<file path="src/hdl/l2_defs.svh">
`ifndef L2_DEFS_SVH
`define L2_DEFS_SVH

// number of sets in the l2.
`define L2_SETS 32

// set index field of a byte address.
`define L2_INDEX_HI 9
`define L2_INDEX_LO 5

// byte offset within a 256-bit line.
`define L2_OFFSET_HI 4
`define L2_OFFSET_LO 0

// tag field, everything above the index.
`define L2_TAG_HI 15
`define L2_TAG_LO 10

`endif

</file>
<file path="src/hdl/lc3b_types.sv">
`default_nettype none

package lc3b_types;

	// byte address.
	typedef logic [15:0] lc3b_word;

	// one full cache line.
	typedef logic [255:0] lc3b_burst;

	// tag bits, address [15:10].
	typedef logic [5:0] lc3b_tag_l2;

	// set index, address [9:5].
	typedef logic [4:0] lc3b_set_l2;

endpackage : lc3b_types

`default_nettype wire
</file>
<file path="src/hdl/l2_port_arbiter.sv">
`default_nettype none

module l2_port_arbiter import lc3b_types::*; (
	input wire logic clk,
	input wire logic arst_n,
	input wire logic i_req,
	input wire logic i_write,
	input wire lc3b_word i_address,
	input wire lc3b_burst i_wdata,
	input wire logic d_req,
	input wire logic d_write,
	input wire lc3b_word d_address,
	input wire lc3b_burst d_wdata,
	input wire logic l2_resp,
	output logic i_resp,
	output logic d_resp,
	output logic l2_req,
	output logic l2_write,
	output lc3b_word l2_address,
	output lc3b_burst l2_wdata
);

	logic i_pend;
	logic d_pend;
	logic busy;
	logic grant;
	logic last_d;
	logic pick_d;
	logic i_write_q;
	logic d_write_q;
	lc3b_word i_address_q;
	lc3b_word d_address_q;
	lc3b_burst i_wdata_q;
	lc3b_burst d_wdata_q;

	// on a tie, the port not served last wins.
	assign pick_d = d_pend && (!i_pend || !last_d);

	always_ff @(posedge clk or negedge arst_n) begin
		if (!arst_n) begin
			i_pend <= 1'b0;
			d_pend <= 1'b0;
			busy <= 1'b0;
			grant <= 1'b0;
			last_d <= 1'b0;
			l2_req <= 1'b0;
		end else begin
			l2_req <= 1'b0;
			if (l2_resp) begin
				busy <= 1'b0;
				last_d <= grant;
				if (grant)
					d_pend <= 1'b0;
				else
					i_pend <= 1'b0;
			end else if (!busy && (i_pend || d_pend)) begin
				busy <= 1'b1;
				grant <= pick_d;
				l2_req <= 1'b1;
			end
			if (i_req)
				i_pend <= 1'b1;
			if (d_req)
				d_pend <= 1'b1;
		end
	end

	always_ff @(posedge clk) begin
		if (i_req) begin
			i_write_q <= i_write;
			i_address_q <= i_address;
			i_wdata_q <= i_wdata;
		end
		if (d_req) begin
			d_write_q <= d_write;
			d_address_q <= d_address;
			d_wdata_q <= d_wdata;
		end
	end

	// steady while the grant is in flight.
	assign l2_write = grant ? d_write_q : i_write_q;
	assign l2_address = grant ? d_address_q : i_address_q;
	assign l2_wdata = grant ? d_wdata_q : i_wdata_q;

	assign i_resp = l2_resp && !grant;
	assign d_resp = l2_resp && grant;

endmodule : l2_port_arbiter

`default_nettype wire

</file>
<file path="config.mk">
export PLATFORM = sky130hd
export DESIGN_NAME = l2_port_arbiter
export DESIGN_NICKNAME = d
export VERILOG_FILES = /design/src/hdl/l2_defs.svh /design/src/hdl/lc3b_types.sv /design/src/hdl/l2_port_arbiter.sv
export SDC_FILE = /design/constraint.sdc
export NUM_CORES = 1
export LEC_CHECK = 0
export BUFFER_PORTS_ARGS = -buffer_cell sky130_fd_sc_hd__buf_4
export CELL_PAD_IN_SITES_DETAIL_PLACEMENT = 0
export CELL_PAD_IN_SITES_GLOBAL_PLACEMENT = 1
export CORE_AREA = 2 2 318 320
export DETAILED_ROUTE_END_ITERATION = 12
export DIE_AREA = 0 0 320 322
export PLACE_DENSITY_LB_ADDON = 0.25
export REMOVE_ABC_BUFFERS = 1
export SYNTH_ARGS = -nofsm -noshare
export SYNTH_HDL_FRONTEND = slang
export SYNTH_SLANG_ARGS = --single-unit
</file>
<file path="constraint.sdc">
create_clock -name clk -period 1.5 [get_ports clk]
set_input_delay 0.45 -clock clk [delete_from_list [all_inputs] [get_ports clk]]
set_output_delay 0.45 -clock clk [all_outputs]
set_load 0.02 [all_outputs]
</file>
==> Yosys cells after proc, flatten, opt, wreduce, memory -nomap -nowiden <==
Index checks and enable logic that the tools add are counted.
Widths: inputs -> output; s select.
{ "totals": {"regBits": 552, "latch_bits": 0, "mem_bits_rw": 0, "mem_bits_ro": 0, "inputBits": 551, "out_inout_bits": 276, "elab_cells": 44, "n_memories": 0} }
{ "classes": {"addsub": 0, "multipliers": 0, "div_mod_pow": 0, "n_lt_le_gt_ge": 0, "n_eq_ne": 1, "n_shift": 0, "muxes": 13, "bitwise": 1, "n_reduce_logical": 17} }
{ "ops": {"columns": ["cell", "n"], "rows": [
  ["$mux 256", 1],
  ["$mux 16", 1],
  ["$mux 1", 11],
  ["$reduce_bool 2->1", 4],
  ["$reduce_and 2->1", 3],
  ["$logic_and 1x1->1", 4],
  ["$logic_not 1->1", 4],
  ["$logic_or 1x1->1", 2],
  ["$ne 2x2->1 const B", 1],
  ["$not 1->1", 1]
]} }

==> Logic depth before layout (Yosys ltp) <==
{ "depth": {"ltp_word": 4, "ltp_mapped": 5, "depth_no_buf": 2} }

==> Least setup slack after synthesis <==
Ideal clock, no wire load.
{ "synth_path": {"kind": "register to output", "startpoint": "register grant", "endpoint": "output l2_wdata[100]", "t_arrival_ps": 1098, "required_time_ps": 1050, "setup_slack_ps": -48, "stages_incl_launch_ff": 5, "n_path_buf": 3, "path_cell_list": "dfrtp_1 buf_6 buf_8 buf_6 mux2_4"} }
{ "synth_via": {"elab_chain_cells": 1} }
{ "synth_lines": {"columns": ["element", "line", "source"], "rows": [
  ["start: declaration", "l2_port_arbiter.sv:26", "logic grant;"],
  ["start signal: assignment", "l2_port_arbiter.sv:58", "grant <= pick_d;"],
  ["$mux 256", "l2_port_arbiter.sv:84", "assign l2_wdata = grant ? d_wdata_q : i_wdata_q;"],
  ["end: declaration", "l2_port_arbiter.sv:20", "output lc3b_burst l2_wdata"]
]} }
No other way between the ends.

==> Final worst setup path <==
{ "layout_path": {"startpoint": "register grant", "endpoint": "output l2_wdata[99]"} }
The elaborated chain is that of the path after synthesis.

==> results.md <==
- Status: finished, violations left
- Failing checks: setup timing
- Die height: roughly 320 microns
- Clk Latency, worst-skew pair: 0.61 ns
- Tot Pwr: ~50 mW
- Synth Area in XOR/XNOR: 0%
- Seq/Total Area, Yosys: between 70% and 80%
- CTS tree: done
- Adder-cell share of the synthesized area: 0%
- Clk pin slew, worst setup/hold paths: about 0.060 ns
- Highest-delay cell along the critical path: dfrtp_4
- Final Util: a little under two fifths
- Number of global-route vias before repair: 15900
- Slew Limit Fails: 0
- Distinct cells, synth: 19
- Fmax: around 0.4 GHz
- Synth Warn #: 0
- DR WL/cell: about 19 microns
- Vias: 13900
- P_leak: 15.6 nW
- CTS root buf: clkbuf_16
- Share of cells above drive strength 1: between 50% and 60%
- Yosys top cell area share: about four fifths
- Most frequent cells in the layout: 756 x buf_4, 548 x dlygate4sd3_1, 546 x edfxtp_1
- Final wirelength: around 70 mm
- Delay-heaviest family, CP: buffers and inverters
- Max_cap viols: 0
- First-pass GRT wire length: 99.7 mm
- Compound-gate portion of the synthesized area: less than 1%
- Tcrit/Tclk final: 164%
- Hold Path Class: input pin to flop
- Max incr delay on CP: ~0.44 ns
- Post-Synth Simple-Gate Area: less than 1%
- I/O Pins: 827
- Syn Inst Count: 871
- CORE AREA: 0.0996 sq mm
- Area contributors post-synth: edfxtp_1 78%, mux2_4 17%, mux2_2 1.9%
- Fill count: roughly 9400
- Mux contribution to synthesized area: a little under a fifth
- RSZ-0062 raised after global routing: true
- Global-route usage over all layers: roughly an eighth
- Initial Utilization: between 20% and 30%
- CP max FO: 23
- Hpwl dp: about 50 mm
- DRC Markers: 0
- Clk_skew: approximately 0.0063 ns
- Slew @ Worst Pin: 0.321 ns
- PortBufs: ~830
- Layout area overhead: 79.0%
- Standard-cell rows: around 120
- TritonCTS buffer count: a little under 70
- Largest net degree at the start of global routing: 38
- DRT Pass-1 Iters: 4
- CP arrival: about 2 ns
- H-tree depth: 3
- Synth Cell Area: about 0.021 sq mm
- Commonest non-fill, non-tap cell in the layout: buf_4
- Largest family of logic cells by synthesized area: multiplexers
- Routed vias/inst: between 3 and 4
- Grt ovf: 0
- Worst-case clock buffer depth: 3
- Post-layout nets: around 2900
- Number of clock sinks: between 500 and 600
- Worst setup EP type: output pin
- Crit path launch type: flop
- Final setup violation count: roughly 280
- Largest area contributor in the netlist: edfxtp_1
- Maximum VDD drop: between 1000 and 1500 uV
- Pwr Density: around 1300 mW/mm^2
- Setup Crit Path Kind: flop to output pin
- Seq cells post-synth: ~550
- Post-layout min period: approximately 2.5 ns
- Synthesized area per cell: about 24 sq um
- Die area: 0.103 sq mm
- DRT iter0 DRCs: 591
- Fin. Hold Viols: 0
- Req. time, crit path: 1.05 ns
- WP buf/inv: 3
- Rel. slew slack: 78.6%
- Width of the die: roughly 320 microns
- Reg-to-reg slack, setup: approximately 0.13 ns
- Initial antenna violation count: 1
- Worst Setup Slack, final: -0.962 ns
- Final ANT Viol Nets: 0
- Worst path cell trace: buf_12 > buf_16 > mux2_4 > buf_6
- Placer Congestion: slightly above 0.8
==> timing repair <==
item	4_1_cts	5_1_grt
endpoints found under the hold margin	553	0
buffers inserted	1	0
hold buffers	548	0
cloned	1	2
resized for setup	67	79
setup endpoints to repair	276	276
==> kinds of logic after synthesis <==
| logic type | count (synthesis) |
|---|---|
| DFF | 552 |
| muxes | 273 |
| and+or+nand+nor | 6 |
| AOI/OAI and AO/OA | 6 |
| buffers and inverters | 34 |
==> through the flow <==
step                      setup WS [ns]  TNS [ns]  hold slack [ns]  cell area (sq um)  cells
after detailed placement         -0.388    -85.64            0.285              29300   3032
after global routing              -1.06   -278.66           0.0631              37500   3704
final                            -0.962   -253.04           0.0876              37500   3704
after CTS                         -1.06   -277.14           0.0152              37100   3701
after floorplan                   -9.29  -2473.37            0.154              20600    840
after global placement           -0.390    -84.07            0.288              29300   3032
==> flip-flops by register name, summed over array words and instances, names as in the netlist <==
name,count
busy,1
d_address_q,16
d_pend,1
d_wdata_q,256
d_write_q,1
grant,1
i_address_q,16
i_pend,1
i_wdata_q,256
i_write_q,1
l2_req,1
last_d,1
==> final timing paths <==
check                             startpoint            endpoint  cells past startpoint
max                        grant$_DFFE_PN0P_        l2_wdata[99]                      4
min                                  l2_resp  last_d$_DFFE_PN0P_                      2
max reg2reg                grant$_DFFE_PN0P_  d_pend$_DFFE_PN0P_                      5
min reg2reg                 busy$_DFFE_PN0P_    busy$_DFFE_PN0P_                      2
max in group asynchronous             arst_n   grant$_DFFE_PN0P_                      2
min in group asynchronous             arst_n    l2_req$_DFF_PN0_                      2
==> routing by layer <==
metal | track usage (%) | wire length (microns) | up-vias
li1 | - | - | 6463
met1 | 13.6 | 25100 | 6817
met2 | 24.3 | 38400 | 511
met3 | 4.23 | 4660 | 119
met4 | 4.66 | 2100 | 0
met5 | 0 | 0 | -
==> power breakdown <==
group | switching, mW | total (mW) | internal (mW)
clock | 6.43 | 15.6 | 9.20
sequential | 0.405 | 18.8 | 18.3
combinational | 6.53 | 14.8 | 8.22
==> cell type report <==
type	count	area, sq um	area share [%]
antenna	1	2.50	0.00668
sequential	552	16500	44.2
timing repair buffer	1446	13100	34.9
clock inverter	31	238	0.634
multi-input combinational	285	4140	11.0
tap	1298	1620	4.33
inverter	3	11.3	0.0300
clock buffer	88	1850	4.94
==> cells in the mapped netlist, drive strengths merged <==
cell / n
edfxtp: 546
mux2: 273
buf: 31
dfrtp: 6
inv: 3
nor2: 2
a21boi: 1
a21o: 1
a22o: 1
nand2: 1
nor2b: 1
nor3: 1
o21a: 1
o21ai: 1
o21bai: 1
or3b: 1
Power figures use the tool's default switching activity.
