[src/hdl/l2_defs.svh]
`ifndef L2_DEFS_SVH
`define L2_DEFS_SVH

// number of sets in the l2.
`define L2_SETS 32

// set index field of a byte address.
`define L2_INDEX_HI 9
`define L2_INDEX_LO 5

// byte offset within a 256-bit line.
`define L2_OFFSET_HI 4
`define L2_OFFSET_LO 0

// tag field, everything above the index.
`define L2_TAG_HI 15
`define L2_TAG_LO 10

`endif

[src/hdl/lc3b_types.sv]
`default_nettype none

package lc3b_types;

	// byte address.
	typedef logic [15:0] lc3b_word;

	// one full cache line.
	typedef logic [255:0] lc3b_burst;

	// tag bits, address [15:10].
	typedef logic [5:0] lc3b_tag_l2;

	// set index, address [9:5].
	typedef logic [4:0] lc3b_set_l2;

endpackage : lc3b_types

`default_nettype wire
[src/hdl/cache_control_l2.sv]
`default_nettype none

module cache_control_l2 import lc3b_types::*; (
	input wire logic clk,
	input wire logic arst_n,
	input wire logic l2_req,
	input wire logic l2_write,
	input wire logic tag_hit,
	input wire logic valid,
	input wire logic dirty,
	input wire logic pmem_resp,
	output logic l2_resp,
	output logic pmem_read,
	output logic pmem_write,
	output logic load_data,
	output logic load_tag,
	output logic load_valid,
	output logic load_dirty,
	output logic clear_dirty,
	output logic load_lru,
	output logic cache_in_sel,
	output logic pmem_addr_sel
);

	typedef enum logic [1:0] {
		s_idle,
		s_compare,
		s_writeback,
		s_allocate
	} state_t;

	state_t state;
	state_t next_state;
	logic issued;

	always_ff @(posedge clk or negedge arst_n) begin
		if (!arst_n) begin
			state <= s_idle;
			issued <= 1'b0;
		end else begin
			state <= next_state;
			// one memory strobe per writeback or allocate visit.
			if (pmem_resp)
				issued <= 1'b0;
			else if (pmem_read || pmem_write)
				issued <= 1'b1;
		end
	end

	always_comb begin
		next_state = state;
		l2_resp = 1'b0;
		pmem_read = 1'b0;
		pmem_write = 1'b0;
		load_data = 1'b0;
		load_tag = 1'b0;
		load_valid = 1'b0;
		load_dirty = 1'b0;
		clear_dirty = 1'b0;
		load_lru = 1'b0;
		cache_in_sel = 1'b0;
		pmem_addr_sel = 1'b0;
		unique case (state)
			s_idle: begin
				if (l2_req)
					next_state = s_compare;
			end
			s_compare: begin
				if (tag_hit) begin
					l2_resp = 1'b1;
					load_lru = 1'b1;
					if (l2_write) begin
						load_data = 1'b1;
						cache_in_sel = 1'b1;
						load_dirty = 1'b1;
					end
					next_state = s_idle;
				end else if (valid && dirty) begin
					next_state = s_writeback;
				end else begin
					next_state = s_allocate;
				end
			end
			s_writeback: begin
				pmem_addr_sel = 1'b1;
				pmem_write = !issued;
				if (pmem_resp)
					next_state = s_allocate;
			end
			s_allocate: begin
				pmem_read = !issued;
				if (pmem_resp) begin
					load_data = 1'b1;
					load_tag = 1'b1;
					load_valid = 1'b1;
					clear_dirty = 1'b1;
					next_state = s_compare;
				end
			end
			default: next_state = s_idle;
		endcase
	end

endmodule : cache_control_l2

`default_nettype wire

[config.mk]
export PLATFORM = sky130hd
export DESIGN_NAME = cache_control_l2
export DESIGN_NICKNAME = d
export VERILOG_FILES = /design/src/hdl/l2_defs.svh /design/src/hdl/lc3b_types.sv /design/src/hdl/cache_control_l2.sv
export SDC_FILE = /design/constraint.sdc
export NUM_CORES = 1
export LEC_CHECK = 0
export BUFFER_PORTS_ARGS = -buffer_cell sky130_fd_sc_hd__buf_2
export CAP_MARGIN = 20
export CELL_PAD_IN_SITES_DETAIL_PLACEMENT = 1
export CELL_PAD_IN_SITES_GLOBAL_PLACEMENT = 1
export CORE_AREA = 2 2 39 41
export DETAILED_ROUTE_END_ITERATION = 8
export DIE_AREA = 0 0 41 43
export PLACE_DENSITY = 0.59
export SLEW_MARGIN = 0
export SYNTH_ARGS = -nofsm -noshare
export SYNTH_HDL_FRONTEND = slang
export SYNTH_SLANG_ARGS = --single-unit
[constraint.sdc]
create_clock -name clk -period 1.4 [get_ports clk]
set_input_delay 0 -clock clk [delete_from_list [all_inputs] [get_ports clk]]
set_output_delay 0 -clock clk [all_outputs]
set_load 0.02 [all_outputs]
Yosys cells after proc, flatten, opt, wreduce, memory -nomap -nowiden
Index checks and enable logic that the tools add are counted.
{"block": "word_totals", "elab_cells": 33, "regBits": 3, "output_inout_bits": 11}
{"block": "op_classes", "reduce_logical": 6, "muxes": 19, "n_eq_ne": 6}
{"op": "$mux W1", "n": 13}
{"op": "$mux W2", "n": 4}
{"op": "$pmux W2 S4", "n": 1}
{"op": "$ne A2 B2 Y1 const B", "n": 3}
{"op": "$eq A2 B2 Y1 const B", "n": 2}
{"op": "$reduce_and A3 Y1", "n": 1}
{"op": "$eq A2 B1 Y1 const B", "n": 1}
{"op": "$logic_not A2 Y1", "n": 1}
{"op": "$pmux W1 S2", "n": 1}
{"op": "$reduce_bool A2 Y1", "n": 1}
{"op": "$logic_and A1 B1 Y1", "n": 1}
{"op": "$logic_not A1 Y1", "n": 1}
{"op": "$logic_or A1 B1 Y1", "n": 1}

Logic depth before layout (Yosys ltp)
Gate-level depths: netlist (run 1).
{"block": "logic_depth", "ltp_word": 5, "ltp_mapped": 5, "depth_no_buf": 5}

Worst setup path before layout (run 1)
OpenSTA, ideal clock, no wires.
{"block": "synth_timing", "kind": "register to register", "start": "register state[0]", "end": "register state[0]", "arrival_ps": 1240, "setup_slack_ps": 81, "period_less_slack_ps": 1319, "setup_ps": 79, "path_stages_with_launch": 6, "path_cell_list": "dfrtp_1 > inv_1 > ha_1 > nor2_1 > o22ai_2 > mux2i_1"}
{"block": "synth_between", "elab_chain_cells": 3, "elab_cells_between_ends": 9}
{"element": "start: declaration", "line_no": "cache_control_l2.sv:32", "rtl": "state_t state;"}
{"element": "start signal: assignment", "line_no": "cache_control_l2.sv:38", "rtl": "state <= s_idle;"}
{"element": "start signal: assignment", "line_no": "cache_control_l2.sv:41", "rtl": "state <= next_state;"}
{"element": "$eq A2 B2 Y1 or $logic_not A2 Y1 (tied branches)", "line_no": "cache_control_l2.sv:63", "rtl": "unique case (state)"}
{"element": "$ne A2 B2 Y1 (no source line)"}
{"element": "$reduce_and A3 Y1 (no source line)"}
Several ways; a longest one is shown, not always the timed one.
A chain may end at the register's enable or synchronous reset.

Worst setup path after layout (run 1)
{"block": "layout_timing", "start": "register state[0]", "end": "output port load_data"}
{"block": "layout_between", "elab_chain_cells": 2, "elab_cells_between_ends": 3}
{"element": "$eq A2 B2 Y1 or $eq A2 B1 Y1 (tied branches)", "line_no": "cache_control_l2.sv:63"}
{"element": "$pmux W1 S2 *", "line_no": "cache_control_l2.sv:63"}
{"element": "end: declaration", "line_no": "cache_control_l2.sv:15", "rtl": "output logic load_data,"}
Every way passes the cells marked *; elsewhere a longest branch is shown, timed or not.

==> reports/results.ini, run 1 <==
[layout]
layout_commonest_cell=buf_2
final_cell_mix=17 x buf_2, 3 x nor2b_1, 3 x ha_4, 3 x clkbuf_4
area_delta_synth_final_pct=66.2
utilization=0.356
antenna_cells=0
fillerInstances=168
nets=69
drive_above_1_share=0.600

[floorplan]
io_pins=19
dieArea_um2=1760
die_w_um=41
die_h_um=43
coreArea_um2=1380
start_util=0.214
rows=14

[clock_tree]
numCtsBuffers=3
clock_latency_ns=0.23
clk_path_buf_depth=2
clock_sinks=3
htreeDepth=1
cts_root_buffer=clkbuf_4
cts.clk_slew.worst_paths_ns=0.03
cts_tree=done

[timing]
relSlewSlack=0.867
tns_ns=0
fin_skew_ns=0.000654
drv_slew=0
hold_slack_ns=0.103
max_freq_ghz=0.726
worst_pin_slew_ns=0.199
timing_hold_violations_final=0
min_period_ns=1.38
final-setup-viol-count=0
period_share=0.984
rsz0062_at_grt=yes

[setup_path]
cpMaxStageDelayCell=dfrtp_2
rrSetupSlack_ns=0.11
path_cells=ha_4 > or2_1 > a21o_1 > buf_6
cp.buffers_inverters=1
end_kind=primary output
crit_fanout=4
rr_startpoint=state[1]
r2r_end=state[0]
critPathRequiredTime_ns=1.40
ff2ff_path_depth=6
path_class=flip-flop to primary output
path_delay_family=flip-flops
cp_num_cells=4
slowest_delay_ns=0.45
startpoint_type=flip-flop
worstPathArrival_ns=1.38

[synthesis]
yosysTopAreaCell=dfrtp_1
synth.top_cell.area_share=0.253
avgSynthCellArea_um2=8.99
netlist_area_um2=297
syn_inst=33
synth_area_leaders=dfrtp_1 25%, ha_1 21%, buf_4 10%
synth_cell_type_count=18
syn_nets=46
yosys_warnings=0
synth-seq-area-share=0.253
ys_ff_latch=3

[routing]
first_iter_violations=0
dr_wl_met2_um=380
ant_nets=0
route.top_layer_used=met3
avgRoutedWirePerCell_um=10.5
vias=295
viasPerCell=4.15
met3_length_um=73
met1_length_um=292
dr.pass1.iters=1
route.detailed.drc=0
routed_wl_um=746

[run]
drv_cap=0

[pwr]
vdd_drop_max_mv=0.793
power_density_nw_per_um2=1750
power.leakage_nw=0.260

[placed_design]
dp_hpwl_um=595
io_buffers=18
gp_congestion=0.742

[global_routing]
grt_pass1_wl_um=1130
grt_pass1_vias=287
antenna_found_initial=0
grt_overflow=0
grt_max_degree=7
grt_usage=0.0977

[hold_path]
hold_class=input pin to asynchronous set/reset pin

[status]
status=finished clean

-- power by group --
| group | total, mW | leakage [nW] | internal [mW] | switching (mW) |
|---|---|---|---|---|
| clock | 0.146 | 0.0150 | 0.106 | 0.0399 |
| sequential | 0.180 | 0.0356 | 0.127 | 0.0529 |
| combinational | 0.536 | 0.209 | 0.250 | 0.286 |
-- per-layer routing --
metal	vias up	GRT usage
met5	-	0
met4	0	0.0600
met3	0	0.0209
met2	16	0.159
met1	133	0.107
li1	146	-
-- worst reg2reg max path, cell delays in order, from the launching register on --
cell and delay, ns:
dfrtp_2 0.43, inv_2 0.10, buf_6 0.11, ha_1 0.13, inv_1 0.04, o22ai_2 0.19, mux2i_1 0.21
-- per-stage QoR --
step	setup WS [ns]	instances	area [um^2]	total power [mW]
3_5_place_dp	0.0504	63	377	0.612
2_1_floorplan	0.0807	33	297	0.506
3_3_place_gp	0.135	63	377	0.602
5_1_grt	-0.0348	71	493	0.959
6_report	0.0230	71	493	0.862
4_1_cts	-0.0361	70	467	0.839
-- layout make-up --
class	count	area, um^2	share of cell area
multi-input cells	23	223	0.452
repair buffers	22	135	0.274
flip-flops and latches	3	77.6	0.157
clock buffers	4	26.3	0.0533
well taps	16	20.0	0.0406
inverters	3	11.3	0.0228
-- what timing repair did --
| item | in CTS | in global routing |
|---|---|---|
| gates resized for setup | 9 | 6 |
| setup endpoints to repair | 1 | 5 |
| pin swaps | 3 | 1 |
| buffers inserted | 1 | 1 |
| hold buffers | 2 | 0 |
| hold endpoints to repair | 4 | 0 |
-- synth_stat cells --
cell type / number
nor3_1: 1
and2_1: 1
or2_0: 1
o22ai_2: 1
o21ai_0: 1
nor2_1: 2
ha_1: 5
and3_1: 1
inv_1: 3
mux2i_1: 2
buf_4: 4
nand2b_1: 1
nand2_1: 1
dfrtp_1: 3
and2_2: 1
nor2b_1: 3
a21o_1: 1
a21oi_1: 1
-- kinds of logic (layout without fill, tap and decap cells) --
group,count (synthesis),after routing,synth area share
adder cells (fa/ha/maj),5,5,0.211
multiplexers,2,2,0.0675
AO/OA/AOI/OAI,4,4,0.101
flip-flops,3,3,0.253
buffers and inverters,7,29,0.139
AND/OR/NAND/NOR,12,12,0.228
-- how the worst max path moves through the flow --
stage	startpoint	endpoint	slack, ns
after floorplan	state[0]	state[0]	0.08
after global placement	state[0]	state[0]	0.14
after detailed placement	state[0]	state[0]	0.05
after CTS	state[1]	load_data	-0.04
after global routing	state[0]	load_data	-0.03
final	state[0]	load_data	0.02
-- state kept, by name (all words and copies together) (netlist names) --
register / count
state: 2
issued: 1
(Power assumes the default switching activity.)
==> run 2, diff against run 1 <==
- HOLD_SLACK_MARGIN: not set -> 0.12
- PLACE_DENSITY: 0.59 -> not set
- PLACE_DENSITY_LB_ADDON: not set -> 0.08
==> reports/results.ini, run 2 (synthesized netlist as in run 1, its figures left out) <==
[timing]
max_freq_ghz=0.735
min_period_ns=1.36
hold_slack_ns=0.124
final-setup-viol-count=0
timing_hold_violations_final=0
period_share=0.972
tns_ns=0
relSlewSlack=0.869
drv_slew=0
fin_skew_ns=0.00186
worst_pin_slew_ns=0.196
rsz0062_at_grt=yes

[clock_tree]
cts_tree=done
cts_root_buffer=clkbuf_4
numCtsBuffers=3
clock_sinks=3
clock_latency_ns=0.23
htreeDepth=1
clk_path_buf_depth=2
cts.clk_slew.worst_paths_ns=0.03

[layout]
antenna_cells=0
layout_commonest_cell=buf_2
stdcell_area_um2=462
area_delta_synth_final_pct=55.7
finalNonFillerCells=72
regMostFlops=state
drive_above_1_share=0.518
largestRegisters=state (2), issued (1)
largest_register_ffs=2
nets=70

[setup_path]
r2r_end=state[1]
timing.critical_path.from=state[1]
rr_startpoint=state[0]
ff2ff_path_depth=5
worstPathArrival_ns=1.36
end_kind=primary output
rrSetupSlack_ns=0.10
crit_end=load_data
critPathRequiredTime_ns=1.40
startpoint_type=flip-flop
crit_fanout=3
path_class=flip-flop to primary output

[floorplan]
die_h_um=43
coreArea_um2=1380
die_w_um=41
start_util=0.214
dieArea_um2=1760
io_pins=19
rows=14

[global_routing]
antenna_found_initial=0
grt_max_degree=7
grt_usage=0.0865
grt_overflow=0
grt_pass1_vias=290
grt_pass1_wl_um=1070

[pwr]
vdd_drop_max_mv=0.670
power_density_nw_per_um2=1720
power.leakage_nw=0.262
power_mw=0.794

[routing]
dr.pass1.iters=3
vias=298
ant_nets=0
route.detailed.drc=0
avgRoutedWirePerCell_um=9.99
routed_wl_um=719
first_iter_violations=1
viasPerCell=4.14

[placed_design]
dp_cells=63
io_buffers=18
gp_congestion=0.798
placed_area_um2=377
dp_hpwl_um=604

[hold_path]
hold_class=input pin to flip-flop
whs_path_depth=3

[status]
status=finished clean

[run]
drv_cap=0

run 2: cell count changes in the layout (fill, tap and decap cells not counted):
cell and delta:
ha_2 +3, ha_4 -3, dfrtp_1 +2, dfrtp_2 -2
and3_1 +1, and3_4 -1, buf_4 +1, buf_6 -1
dlygate4sd3_1 +1, inv_1 +1, inv_2 -1, or2_0 +1
or2_1 -1
run 2: repair_timing:
item                                    CTS  global route
resized for setup                         5             1
hold buffers                              3             0
gates cloned                              0             0
endpoints found under the setup margin    1             4
endpoints found under the hold margin     4             0
pin swaps                                 3             0
setup buffers                             2             0
run 2: how the worst min path moves through the flow:
stage | startpoint | end | slack, ns
after global placement | arst_n | issued | -0.21
after detailed placement | arst_n | issued | -0.20
after floorplan | arst_n | issued | -0.30
final | l2_req | state[0] | 0.12
after CTS | l2_req | state[0] | 0.12
after global routing | l2_req | state[1] | 0.13
run 2: metal layers:
layer,track usage,wire (um),vias up
li1,-,-,148
met1,0.104,308,136
met2,0.141,356,14
met3,0,54,0
met4,0.0600,0,0
met5,0,0,-
run 2: area by class of cell:
cell class	instances	area, um^2
tap	16	20.0
sequential	3	75.1
fill	175	922
clock buffer	4	26.3
timing repair buffer	23	141
inverter	3	11.3
multi-input combinational	23	188
run 2: where the power goes:
group / internal [mW] / switching (mW)
logic: 0.223 / 0.267
registers: 0.122 / 0.0355
clock network: 0.106 / 0.0397
run 2: worst max-delay path, cell delays in order (launching register included):
cell	delay [ns]
dfrtp_1	0.39
inv_2	0.06
ha_2	0.17
or2_0	0.22
a21o_1	0.17
buf_6	0.13
run 2: metrics by stage:
step / setup slack, ns / util
finish: 0.0385 / 0.334
global route: -0.0358 / 0.334
CTS: 0.0158 / 0.332
detailed placement: 0.0554 / 0.272
global placement: 0.124 / 0.272
floorplan: 0.0807 / -
